[src/fft_stage_config.svh]
`ifndef FFT_STAGE_CONFIG_SVH
`define FFT_STAGE_CONFIG_SVH

// input samples
`define FFT_COMP_BITS   10      // one signed real or imag component
`define FFT_IN_BITS     20      // packed {re, im}

// twiddle, Q1.11 signed
`define FFT_TW_BITS     13
`define FFT_TW_FRAC     11
`define FFT_TW_ONE      2048    // 1.0
`define FFT_TW_COS45    1448    // 0.70710678 scaled, rounded

// datapath widths
`define FFT_PROD_BITS   24      // full complex product component
`define FFT_SUM_BITS    14      // m +/- t, exact
`define FFT_OUT_BITS    12      // per output component

// structure
`define FFT_LANES       4       // butterflies per group of eight
`define FFT_LATENCY     4       // clock edges from input sample to o_c

`endif

[src/fft_stage_pkg.sv]
`include "fft_stage_config.svh"

package fft_stage_pkg;

        // one signed component of an input sample
        typedef logic signed [`FFT_COMP_BITS-1:0] comp_t;

        // packed input sample, real part in the upper half
        typedef logic [`FFT_IN_BITS-1:0] sample_in_t;

        // n * twiddle before the rescale
        typedef logic signed [`FFT_PROD_BITS-1:0] prod_t;

        // butterfly sum or difference
        typedef logic signed [`FFT_SUM_BITS-1:0] sum_t;

        // narrowed output component
        typedef logic signed [`FFT_OUT_BITS-1:0] res_t;

        // packed output sample {re, im}
        typedef logic [2*`FFT_OUT_BITS-1:0] sample_out_t;

endpackage

[src/cpair_if.sv]
`timescale 1ns/1ps
`include "fft_stage_config.svh"

// two complex operands per butterfly lane, valid every cycle
interface cpair_if #(
        parameter int A_BITS = 10,
        parameter int B_BITS = 10
);

        logic signed [A_BITS-1:0] a_re [`FFT_LANES];
        logic signed [A_BITS-1:0] a_im [`FFT_LANES];
        logic signed [B_BITS-1:0] b_re [`FFT_LANES];
        logic signed [B_BITS-1:0] b_im [`FFT_LANES];

        modport src (
                output a_re, a_im,
                output b_re, b_im
        );

        modport snk (
                input a_re, a_im,
                input b_re, b_im
        );

endinterface

[src/butterfly_add.sv]
`timescale 1ns/1ps
`include "fft_stage_config.svh"

module butterfly_add (
        input  logic CLK,
        input  logic i_reset,
        cpair_if.snk i_twid,
        cpair_if.src o_bfly
);

        import fft_stage_pkg::*;

        // upper bits must all match the sign of an 11 bit value
        function automatic logic fits_tw(input prod_t v);
                fits_tw = (v[`FFT_PROD_BITS-1:`FFT_OUT_BITS-2]
                           == {(`FFT_PROD_BITS-`FFT_OUT_BITS+2){v[`FFT_OUT_BITS-2]}});
        endfunction

        prod_t t_re [`FFT_LANES];
        prod_t t_im [`FFT_LANES];

        always_comb begin
                for (int j = 0; j < `FFT_LANES; j++) begin
                        t_re[j] = i_twid.b_re[j] >>> `FFT_TW_FRAC;     // floor
                        t_im[j] = i_twid.b_im[j] >>> `FFT_TW_FRAC;
                end
        end

        always_ff @(posedge CLK) begin
                if (i_reset) begin
                        for (int j = 0; j < `FFT_LANES; j++) begin
                                o_bfly.a_re[j] <= '0;
                                o_bfly.a_im[j] <= '0;
                                o_bfly.b_re[j] <= '0;
                                o_bfly.b_im[j] <= '0;
                        end
                end else begin
                        for (int j = 0; j < `FFT_LANES; j++) begin
                                o_bfly.a_re[j] <= sum_t'(i_twid.a_re[j]) + sum_t'(t_re[j]);
                                o_bfly.a_im[j] <= sum_t'(i_twid.a_im[j]) + sum_t'(t_im[j]);
                                o_bfly.b_re[j] <= sum_t'(i_twid.a_re[j]) - sum_t'(t_re[j]);
                                o_bfly.b_im[j] <= sum_t'(i_twid.a_im[j]) - sum_t'(t_im[j]);
                        end
                end
        end

        // unit twiddles keep |t| near 724, so m +/- t still narrows to the output width
        for (genvar j = 0; j < `FFT_LANES; j++) begin : g_chk
                a_tw_fits: assert property (@(posedge CLK) disable iff (i_reset)
                        fits_tw(t_re[j]) && fits_tw(t_im[j]));
        end

endmodule

[src/fft_stage_top.sv]
`timescale 1ns/1ps
`include "fft_stage_config.svh"

module fft_stage_top (
        input  logic                       CLK,
        input  logic                       i_reset,
        input  fft_stage_pkg::sample_in_t  i_b [2*`FFT_LANES],
        output fft_stage_pkg::sample_out_t o_c [2*`FFT_LANES]
);

        // m and n straight from the inputs
        cpair_if #(.A_BITS(`FFT_COMP_BITS), .B_BITS(`FFT_COMP_BITS)) unpack_bus ();

        // delayed m, full width t
        cpair_if #(.A_BITS(`FFT_COMP_BITS), .B_BITS(`FFT_PROD_BITS)) twid_bus ();

        // sum in a, difference in b
        cpair_if #(.A_BITS(`FFT_SUM_BITS), .B_BITS(`FFT_SUM_BITS)) bfly_bus ();

        sample_unpack u_unpack (
                .CLK     (CLK),
                .i_reset (i_reset),
                .i_b     (i_b),
                .o_ops   (unpack_bus.src)
        );

        twiddle_mult u_twiddle (
                .CLK     (CLK),
                .i_reset (i_reset),
                .i_ops   (unpack_bus.snk),
                .o_twid  (twid_bus.src)
        );

        butterfly_add u_bfly (
                .CLK     (CLK),
                .i_reset (i_reset),
                .i_twid  (twid_bus.snk),
                .o_bfly  (bfly_bus.src)
        );

        output_pack u_pack (
                .CLK     (CLK),
                .i_reset (i_reset),
                .i_bfly  (bfly_bus.snk),
                .o_c     (o_c)
        );

endmodule

[src/output_pack.sv]
`timescale 1ns/1ps
`include "fft_stage_config.svh"

module output_pack (
        input  logic                       CLK,
        input  logic                       i_reset,
        cpair_if.snk                       i_bfly,
        output fft_stage_pkg::sample_out_t o_c [2*`FFT_LANES]
);

        import fft_stage_pkg::*;

        function automatic sample_out_t pack(input sum_t re, input sum_t im);
                pack = {res_t'(re), res_t'(im)};
        endfunction

        // dropped msbs are copies of the kept sign bit
        function automatic logic no_loss(input sum_t v);
                no_loss = (v[`FFT_SUM_BITS-1:`FFT_OUT_BITS-1]
                           == {(`FFT_SUM_BITS-`FFT_OUT_BITS+1){v[`FFT_OUT_BITS-1]}});
        endfunction

        always_ff @(posedge CLK) begin
                if (i_reset) begin
                        for (int j = 0; j < 2*`FFT_LANES; j++) begin
                                o_c[j] <= '0;
                        end
                end else begin
                        for (int j = 0; j < `FFT_LANES; j++) begin
                                o_c[j] <= pack(i_bfly.a_re[j], i_bfly.a_im[j]);        // m + t
                                o_c[j + `FFT_LANES] <= pack(i_bfly.b_re[j], i_bfly.b_im[j]);
                        end
                end
        end

        // holds only while inputs stay within the 10 bit range sampled three edges back
        for (genvar j = 0; j < `FFT_LANES; j++) begin : g_chk
                a_sum_fits: assert property (@(posedge CLK) disable iff (i_reset)
                        no_loss(i_bfly.a_re[j]) && no_loss(i_bfly.a_im[j]));
                a_diff_fits: assert property (@(posedge CLK) disable iff (i_reset)
                        no_loss(i_bfly.b_re[j]) && no_loss(i_bfly.b_im[j]));
        end

endmodule

[src/sample_unpack.sv]
`timescale 1ns/1ps
`include "fft_stage_config.svh"

module sample_unpack (
        input  logic                     CLK,
        input  logic                     i_reset,
        input  fft_stage_pkg::sample_in_t i_b [2*`FFT_LANES],
        cpair_if.src                     o_ops
);

        import fft_stage_pkg::*;

        function automatic comp_t re_part(input sample_in_t s);
                re_part = comp_t'(s[`FFT_IN_BITS-1 -: `FFT_COMP_BITS]);
        endfunction

        function automatic comp_t im_part(input sample_in_t s);
                im_part = comp_t'(s[`FFT_COMP_BITS-1:0]);
        endfunction

        // m = b[j], n = b[j+4]
        always_ff @(posedge CLK) begin
                if (i_reset) begin
                        for (int j = 0; j < `FFT_LANES; j++) begin
                                o_ops.a_re[j] <= '0;
                                o_ops.a_im[j] <= '0;
                                o_ops.b_re[j] <= '0;
                                o_ops.b_im[j] <= '0;
                        end
                end else begin
                        for (int j = 0; j < `FFT_LANES; j++) begin
                                o_ops.a_re[j] <= re_part(i_b[j]);
                                o_ops.a_im[j] <= im_part(i_b[j]);
                                o_ops.b_re[j] <= re_part(i_b[j + `FFT_LANES]);
                                o_ops.b_im[j] <= im_part(i_b[j + `FFT_LANES]);
                        end
                end
        end

endmodule

[src/twiddle_mult.sv]
`timescale 1ns/1ps
`include "fft_stage_config.svh"

module twiddle_mult (
        input  logic CLK,
        input  logic i_reset,
        cpair_if.snk i_ops,
        cpair_if.src o_twid
);

        import fft_stage_pkg::*;

        localparam logic signed [`FFT_TW_BITS-1:0] W_ONE = `FFT_TW_BITS'(`FFT_TW_ONE);
        localparam logic signed [`FFT_TW_BITS-1:0] W_C45 = `FFT_TW_BITS'(`FFT_TW_COS45);

        // W8^lane = c + j*d
        function automatic logic signed [`FFT_TW_BITS-1:0] twiddle(input int lane,
                                                                  input logic imag);
                logic signed [`FFT_TW_BITS-1:0] c;
                logic signed [`FFT_TW_BITS-1:0] d;
                case (lane)
                1: begin
                        c = W_C45;
                        d = -W_C45;
                end
                2: begin
                        c = '0;
                        d = -W_ONE;     // -j
                end
                3: begin
                        c = -W_C45;
                        d = -W_C45;
                end
                default: begin
                        c = W_ONE;      // lane 0, plain pass
                        d = '0;
                end
                endcase
                twiddle = imag ? d : c;
        endfunction

        prod_t t_re [`FFT_LANES];
        prod_t t_im [`FFT_LANES];

        always_comb begin
                for (int j = 0; j < `FFT_LANES; j++) begin
                        t_re[j] = prod_t'(i_ops.b_re[j]) * prod_t'(twiddle(j, 1'b0))
                                - prod_t'(i_ops.b_im[j]) * prod_t'(twiddle(j, 1'b1));
                        t_im[j] = prod_t'(i_ops.b_re[j]) * prod_t'(twiddle(j, 1'b1))
                                + prod_t'(i_ops.b_im[j]) * prod_t'(twiddle(j, 1'b0));
                end
        end

        always_ff @(posedge CLK) begin
                if (i_reset) begin
                        for (int j = 0; j < `FFT_LANES; j++) begin
                                o_twid.a_re[j] <= '0;
                                o_twid.a_im[j] <= '0;
                                o_twid.b_re[j] <= '0;
                                o_twid.b_im[j] <= '0;
                        end
                end else begin
                        for (int j = 0; j < `FFT_LANES; j++) begin
                                o_twid.a_re[j] <= i_ops.a_re[j];   // m rides along with t
                                o_twid.a_im[j] <= i_ops.a_im[j];
                                o_twid.b_re[j] <= t_re[j];
                                o_twid.b_im[j] <= t_im[j];
                        end
                end
        end

endmodule

[config.mk]
export PLATFORM = sky130hd
export DESIGN_NAME = fft_stage_top
export DESIGN_NICKNAME = d
export VERILOG_FILES = /design/src/fft_stage_pkg.sv /design/src/cpair_if.sv /design/src/butterfly_add.sv /design/src/fft_stage_top.sv /design/src/output_pack.sv /design/src/sample_unpack.sv /design/src/twiddle_mult.sv
export VERILOG_INCLUDE_DIRS = /design/src /design/src/src
export SDC_FILE = /design/constraint.sdc
export NUM_CORES = 2
export LEC_CHECK = 0
export BUFFER_PORTS_ARGS = -buffer_cell sky130_fd_sc_hd__buf_2
export CORE_MARGIN = 1.5
export CORE_UTILIZATION = 56
export DETAILED_ROUTE_END_ITERATION = 16
export PLACE_DENSITY = 0.78
export RECOVER_POWER = 100
export REMOVE_ABC_BUFFERS = 1
export SETUP_SLACK_MARGIN = 0.3
export SLEW_MARGIN = 20
export SYNTH_ARGS = -nofsm -noshare
export SYNTH_HDL_FRONTEND = slang
export SYNTH_HIERARCHICAL = 1
export SYNTH_SLANG_ARGS = --single-unit
[constraint.sdc]
create_clock -name CLK -period 5.8 [get_ports CLK]
set_input_delay 0.87 -clock CLK [delete_from_list [all_inputs] [get_ports CLK]]
set_output_delay 0.87 -clock CLK [all_outputs]
set_load 0.005 [all_outputs]
; ---- Word-level counts from Yosys, hierarchy flattened
; Cells that the tools add are included.
[classes]
n_addsub = 23
multipliers = 6
[op_table]
columns = op, count
row1 = 10-bit by 9-bit multiplier with 19-bit output (second input constant), 6
row2 = 10-bit by 12-bit adder with 12-bit output, 6
row3 = 10-bit by 12-bit subtractor with 12-bit output, 6
row4 = 22-bit by 22-bit adder with 23-bit output, 2
row5 = 22-bit by 22-bit subtractor with 23-bit output, 2
row6 = 10-bit negator with 12-bit output, 2
row7 = 1-bit by 23-bit subtractor with 23-bit output (first input constant), 1
row8 = 10-bit by 10-bit adder with 11-bit output, 2
row9 = 10-bit by 10-bit subtractor with 11-bit output, 2
[word_totals]
regBits = 765
in_bits = 162

; ---- Logic depth before layout (Yosys ltp)
[depth]
depth_word = 2
mapped_depth = 26
mapped_depth_nobuf = 25

; ---- Hierarchy
; The synthesis kept the hierarchy.
[by_module_without_submodules]
columns = module, area_per_inst_um2, cells_each, seq_area_each_um2, instances
row1 = twiddle_mult, 20713.6, 2265, 4083.9, 1
row2 = butterfly_add, 15618.7, 1891, 4324.1, 1
row3 = output_pack, 5148.7, 405, 3843.7, 1
row4 = sample_unpack, 4306.6, 337, 3203.1, 1

; ---- Worst setup path after synthesis
; Ideal clock, no wire load.
[synth_timing]
kind = register to register
from = reg u_unpack.o_ops.b_re[27]
to = reg u_twiddle.o_twid.b_re[68]
period_less_slack_ns = 5.864
path_stages_with_launch = 22
arrival_ns = 5.785
path_slack_ns = -0.064
required_time_ns = 5.721
path_cell_list = dfxtp_1 -> inv_1 -> ha_1 -> fa_1 -> inv_1 -> fa_1 -> inv_1 -> fa_1 -> inv_1 -> ha_1 -> or3_1 -> o311a_1 -> a211oi_1 -> xnor2_1 -> ha_1 -> clkbuf_1 -> and4_1 -> a211oi_1 -> o21ai_0 -> a21o_1 -> or4b_1 -> o211ai_1
[synth_via]
elab_chain_len = 2
[synth_lines]
columns = item, line
row1 = "start, declared", cpair_if.sv:17  ; output b_re, b_im
row2 = "start signal, assigned by index", sample_unpack.sv:34  ; o_ops.b_re[j] <= re_part(i_b[j + `FFT_LANES]);
row3 = 10-bit by 9-bit multiplier with 19-bit output, twiddle_mult.sv:47  ; t_re[j] = prod_t'(i_ops.b_re[j]) * prod_t'(twiddle(j, 1'b0))
row4 = 22-bit by 22-bit subtractor with 23-bit output, twiddle_mult.sv:48  ; - prod_t'(i_ops.b_im[j]) * prod_t'(twiddle(j, 1'b1));
row5 = "end signal, assigned by index", twiddle_mult.sv:66  ; o_twid.b_re[j] <= t_re[j];
row6 = "end, declared", cpair_if.sv:17
; Every way passes these cells.
; A chain may end at the register's enable or synchronous reset.

; ---- Worst setup path after layout
[layout_timing]
from = reg u_unpack.o_ops.b_re[26]
to = reg u_twiddle.o_twid.b_im[69]
[layout_via]
elab_chain_len = 2
[layout_lines]
columns = item, line
row1 = 10-bit by 9-bit multiplier with 19-bit output, twiddle_mult.sv:49  ; t_im[j] = prod_t'(i_ops.b_re[j]) * prod_t'(twiddle(j, 1'b1))
row2 = 22-bit by 22-bit adder with 23-bit output, twiddle_mult.sv:50  ; + prod_t'(i_ops.b_im[j]) * prod_t'(twiddle(j, 1'b0));
row3 = "end signal, assigned by index", twiddle_mult.sv:67  ; o_twid.b_im[j] <= t_im[j];
row4 = "end, declared", cpair_if.sv:17
; Every way passes these cells.

==> run_results.csv <==
group,metric,value,unit
status,status,"finished, violations left",
status,violations,"capacitance limit, slew limit",
global_routing,grt_pass1_wl,150,mm
global_routing,antenna_found_initial,7,
worst_setup_path,ff2ff_setup_slack,250,ps
clock_tree,cts_made_buffers,75,
detailed_routing,top_layer,"met4",
timing,hold_viol_final,0,
timing,rsz0062_at_grt,"true",
global_routing,first_global_vias,30400,
clock_tree,hold_buffers,0,
layout,syn_to_final_growth,14.8,%
placed_design,dpl_cell_area,44500,sq um
worst_setup_path,crit_path_top_delay_cell,"fa_2",
worst_setup_path,path_max_fanout,7,
timing,max_slew_margin,-149,%
power_and_ir_drop,ir_drop,0.413,mV
layout,layout_commonest_cell,"dfxtp_1",
worst_setup_path,worst_ep_arrival_time,6010,ps
timing,post-route-period-util,95.7,%
worst_hold_path,holdPathStages,1,
worst_setup_path,cp.required,6250,ps
global_routing,grt_max_degree,229,
clock_tree,root_buffer,"clkbuf_16",
global_routing,gr-total-overflow,0,
clock_tree,clk_path_buf_depth,3,
synthesis,synth_warnings,6,
worst_setup_path,cp-end-kind,"flop",
die,die_w,277,microns
synthesis,avgSynthCellArea,9.41,sq um
detailed_routing,met3WireLength,3.55,mm
worst_setup_path,cp_top_family,"adder cells",
die,dieArea,76600,sq um
detailed_routing,ant_nets,0,
timing,fin_skew,38.1,ps
die,fp.dieH,277,microns
layout,fin_area,48200,sq um
synthesis,syn_inst,4458,
timing,whs,404,ps
detailed_routing,drt_iter0_drc,1578,
timing,final-setup-viol-count,0,
layout,nets,5721,
placed_design,dp_hpwl,72.1,mm
timing,clock.fmax,180,MHz
placed_design,gp_congestion,0.917,
layout,layout_common_cells,"684 x dfxtp_1, 565 x ha_1, 515 x nor2b_1",
detailed_routing,wl_met1,42.7,mm
worst_setup_path,max_stage_delay,560,ps
die,row_count,100,
placed_design,io_buffers,353,
detailed_routing,routed-via-count,30800,
power_and_ir_drop,p_leak,22.5,nW
global_routing,grt_use_total,23.8,%
layout,drive_above_1_share,13.0,%
power_and_ir_drop,power_density,464,nW/um^2
worst_hold_path,min_from,"u_unpack/o_ops.a_im[37]$_SDFF_PP0_",
flow_run,cap_violations,4,
clock_tree,worstSkewPairLatency,630,ps
die,ioPinCount,354,
worst_setup_path,reg2reg_depth,22,
synthesis,syn-cell-area,42000,sq um
detailed_routing,drc,0,
worst_setup_path,path_class,"flop to flop",
worst_setup_path,crit_chain,"ha_4, ha_1, inv_1, fa_2, inv_1, fa_2, ha_4, ha_4, nor2b_1, o31a_1, o211ai_1, nand2_1, a221o_1, a21oi_2, xnor2_1, ha_2, nand3_1, nor2_2, nand2_1, o31ai_2, xnor2_1, nor2_1",
clock_tree,tritoncts,"built",
worst_setup_path,cp-start-kind,"flop",
clock_tree,path_clk_slew,60,ps
timing,worst_slew_pin_slew,3740,ps
worst_hold_path,holdPathEnd,"u_twiddle/o_twid.a_im[37]$_SDFF_PP0_",
worst_hold_path,hold_class,"flop to flop",
timing,maxSlewViolCount,415,
detailed_routing,drt-total-wl,93.7,mm
die,initial_utilization,56.5,%
clock_tree,ctsHtreeMaxLevel,3,
worst_setup_path,worst-path-buf-inv,2,
worst_setup_path,timing.rr.start,"u_unpack/o_ops.b_re[26]$_SDFF_PP0_",
clock_tree,cts_sinks,708,
detailed_routing,first_pass_iters,6,
worst_setup_path,crit_top_cell,"ha_4",
detailed_routing,avgViaCountPerCell,5.28,
detailed_routing,wl_per_cell,16.1,microns
timing,finalCriticalPeriod,5550,ps
detailed_routing,wl_met2,44.6,mm
die,core,74300,sq um
worst_setup_path,worstReg2RegEnd,"u_twiddle/o_twid.b_im[69]$_SDFF_PP0_",
-- flip-flops by register name (all words and copies together), names as in the netlist, 44 cells and up --
name and count:
u_pack/o_c 192, u_bfly/o_bfly.a_im 48, u_bfly/o_bfly.b_re 48, u_twiddle/o_twid.b_im 46, u_twiddle/o_twid.b_re 46, u_bfly/o_bfly.a_re 44
u_bfly/o_bfly.b_im 44
-- stage by stage --
stage	instances	utilization [%]	setup WS, ps	setup TNS, ps	total power [mW]
global placement	5657	59.9	68.7	0	16.1
floorplan	4292	-	-134	-134	13.5
detailed placement	5657	59.9	-52.5	-103	16.2
finish	5830	64.8	247	0	22.4
global route	5830	64.8	30.6	0	23.9
CTS	5800	63.8	291	0	21.5
-- per-layer routing --
metal	vias to the layer above	global-route usage [%]
li1	15600	-
met1	14400	30.9
met2	667	40.9
met3	167	2.79
met4	0	8.40
met5	-	0
-- worst max-delay path by stage --
stage	startpoint	end	depth (start not counted)
floorplan	u_unpack/o_ops.b_re[29]$_SDFF_PP0_	u_twiddle/o_twid.b_re[68]$_SDFF_PP0_	19
global placement	u_unpack/o_ops.b_re[27]$_SDFF_PP0_	u_twiddle/o_twid.b_re[68]$_SDFF_PP0_	20
detailed placement	u_unpack/o_ops.b_re[27]$_SDFF_PP0_	u_twiddle/o_twid.b_re[68]$_SDFF_PP0_	20
CTS	u_unpack/o_ops.b_re[27]$_SDFF_PP0_	u_twiddle/o_twid.b_im[69]$_SDFF_PP0_	22
global route	u_unpack/o_ops.b_re[26]$_SDFF_PP0_	u_twiddle/o_twid.b_im[69]$_SDFF_PP0_	21
finish	u_unpack/o_ops.b_re[26]$_SDFF_PP0_	u_twiddle/o_twid.b_im[69]$_SDFF_PP0_	22
-- power breakdown --
| group | switching, mW | internal, mW | leakage (nW) |
|---|---|---|---|
| Sequential | 0.298 | 5.64 | 5.86 |
| Combinational | 6.41 | 5.10 | 15.4 |
| Clock | 2.02 | 2.88 | 1.24 |
-- layout make-up --
class                           count  area [sq um]
Inverter                          479          1800
Fill cell                        6129         26200
Clock inverter                     37           474
Antenna cell                        6          15.0
Clock buffer                       98          2110
Sequential cell                   708         14200
Timing Repair Buffer              428          2230
Multi-Input combinational cell   3105         26100
Tap cell                          969          1210
-- what timing repair did --
item	CTS	global route
setup buffers	8	24
gates resized for setup	51	163
cloned	0	0
pin swaps	16	86
endpoints found under the setup margin	17	24
No activity file was read; power rests on OpenSTA's default activity.
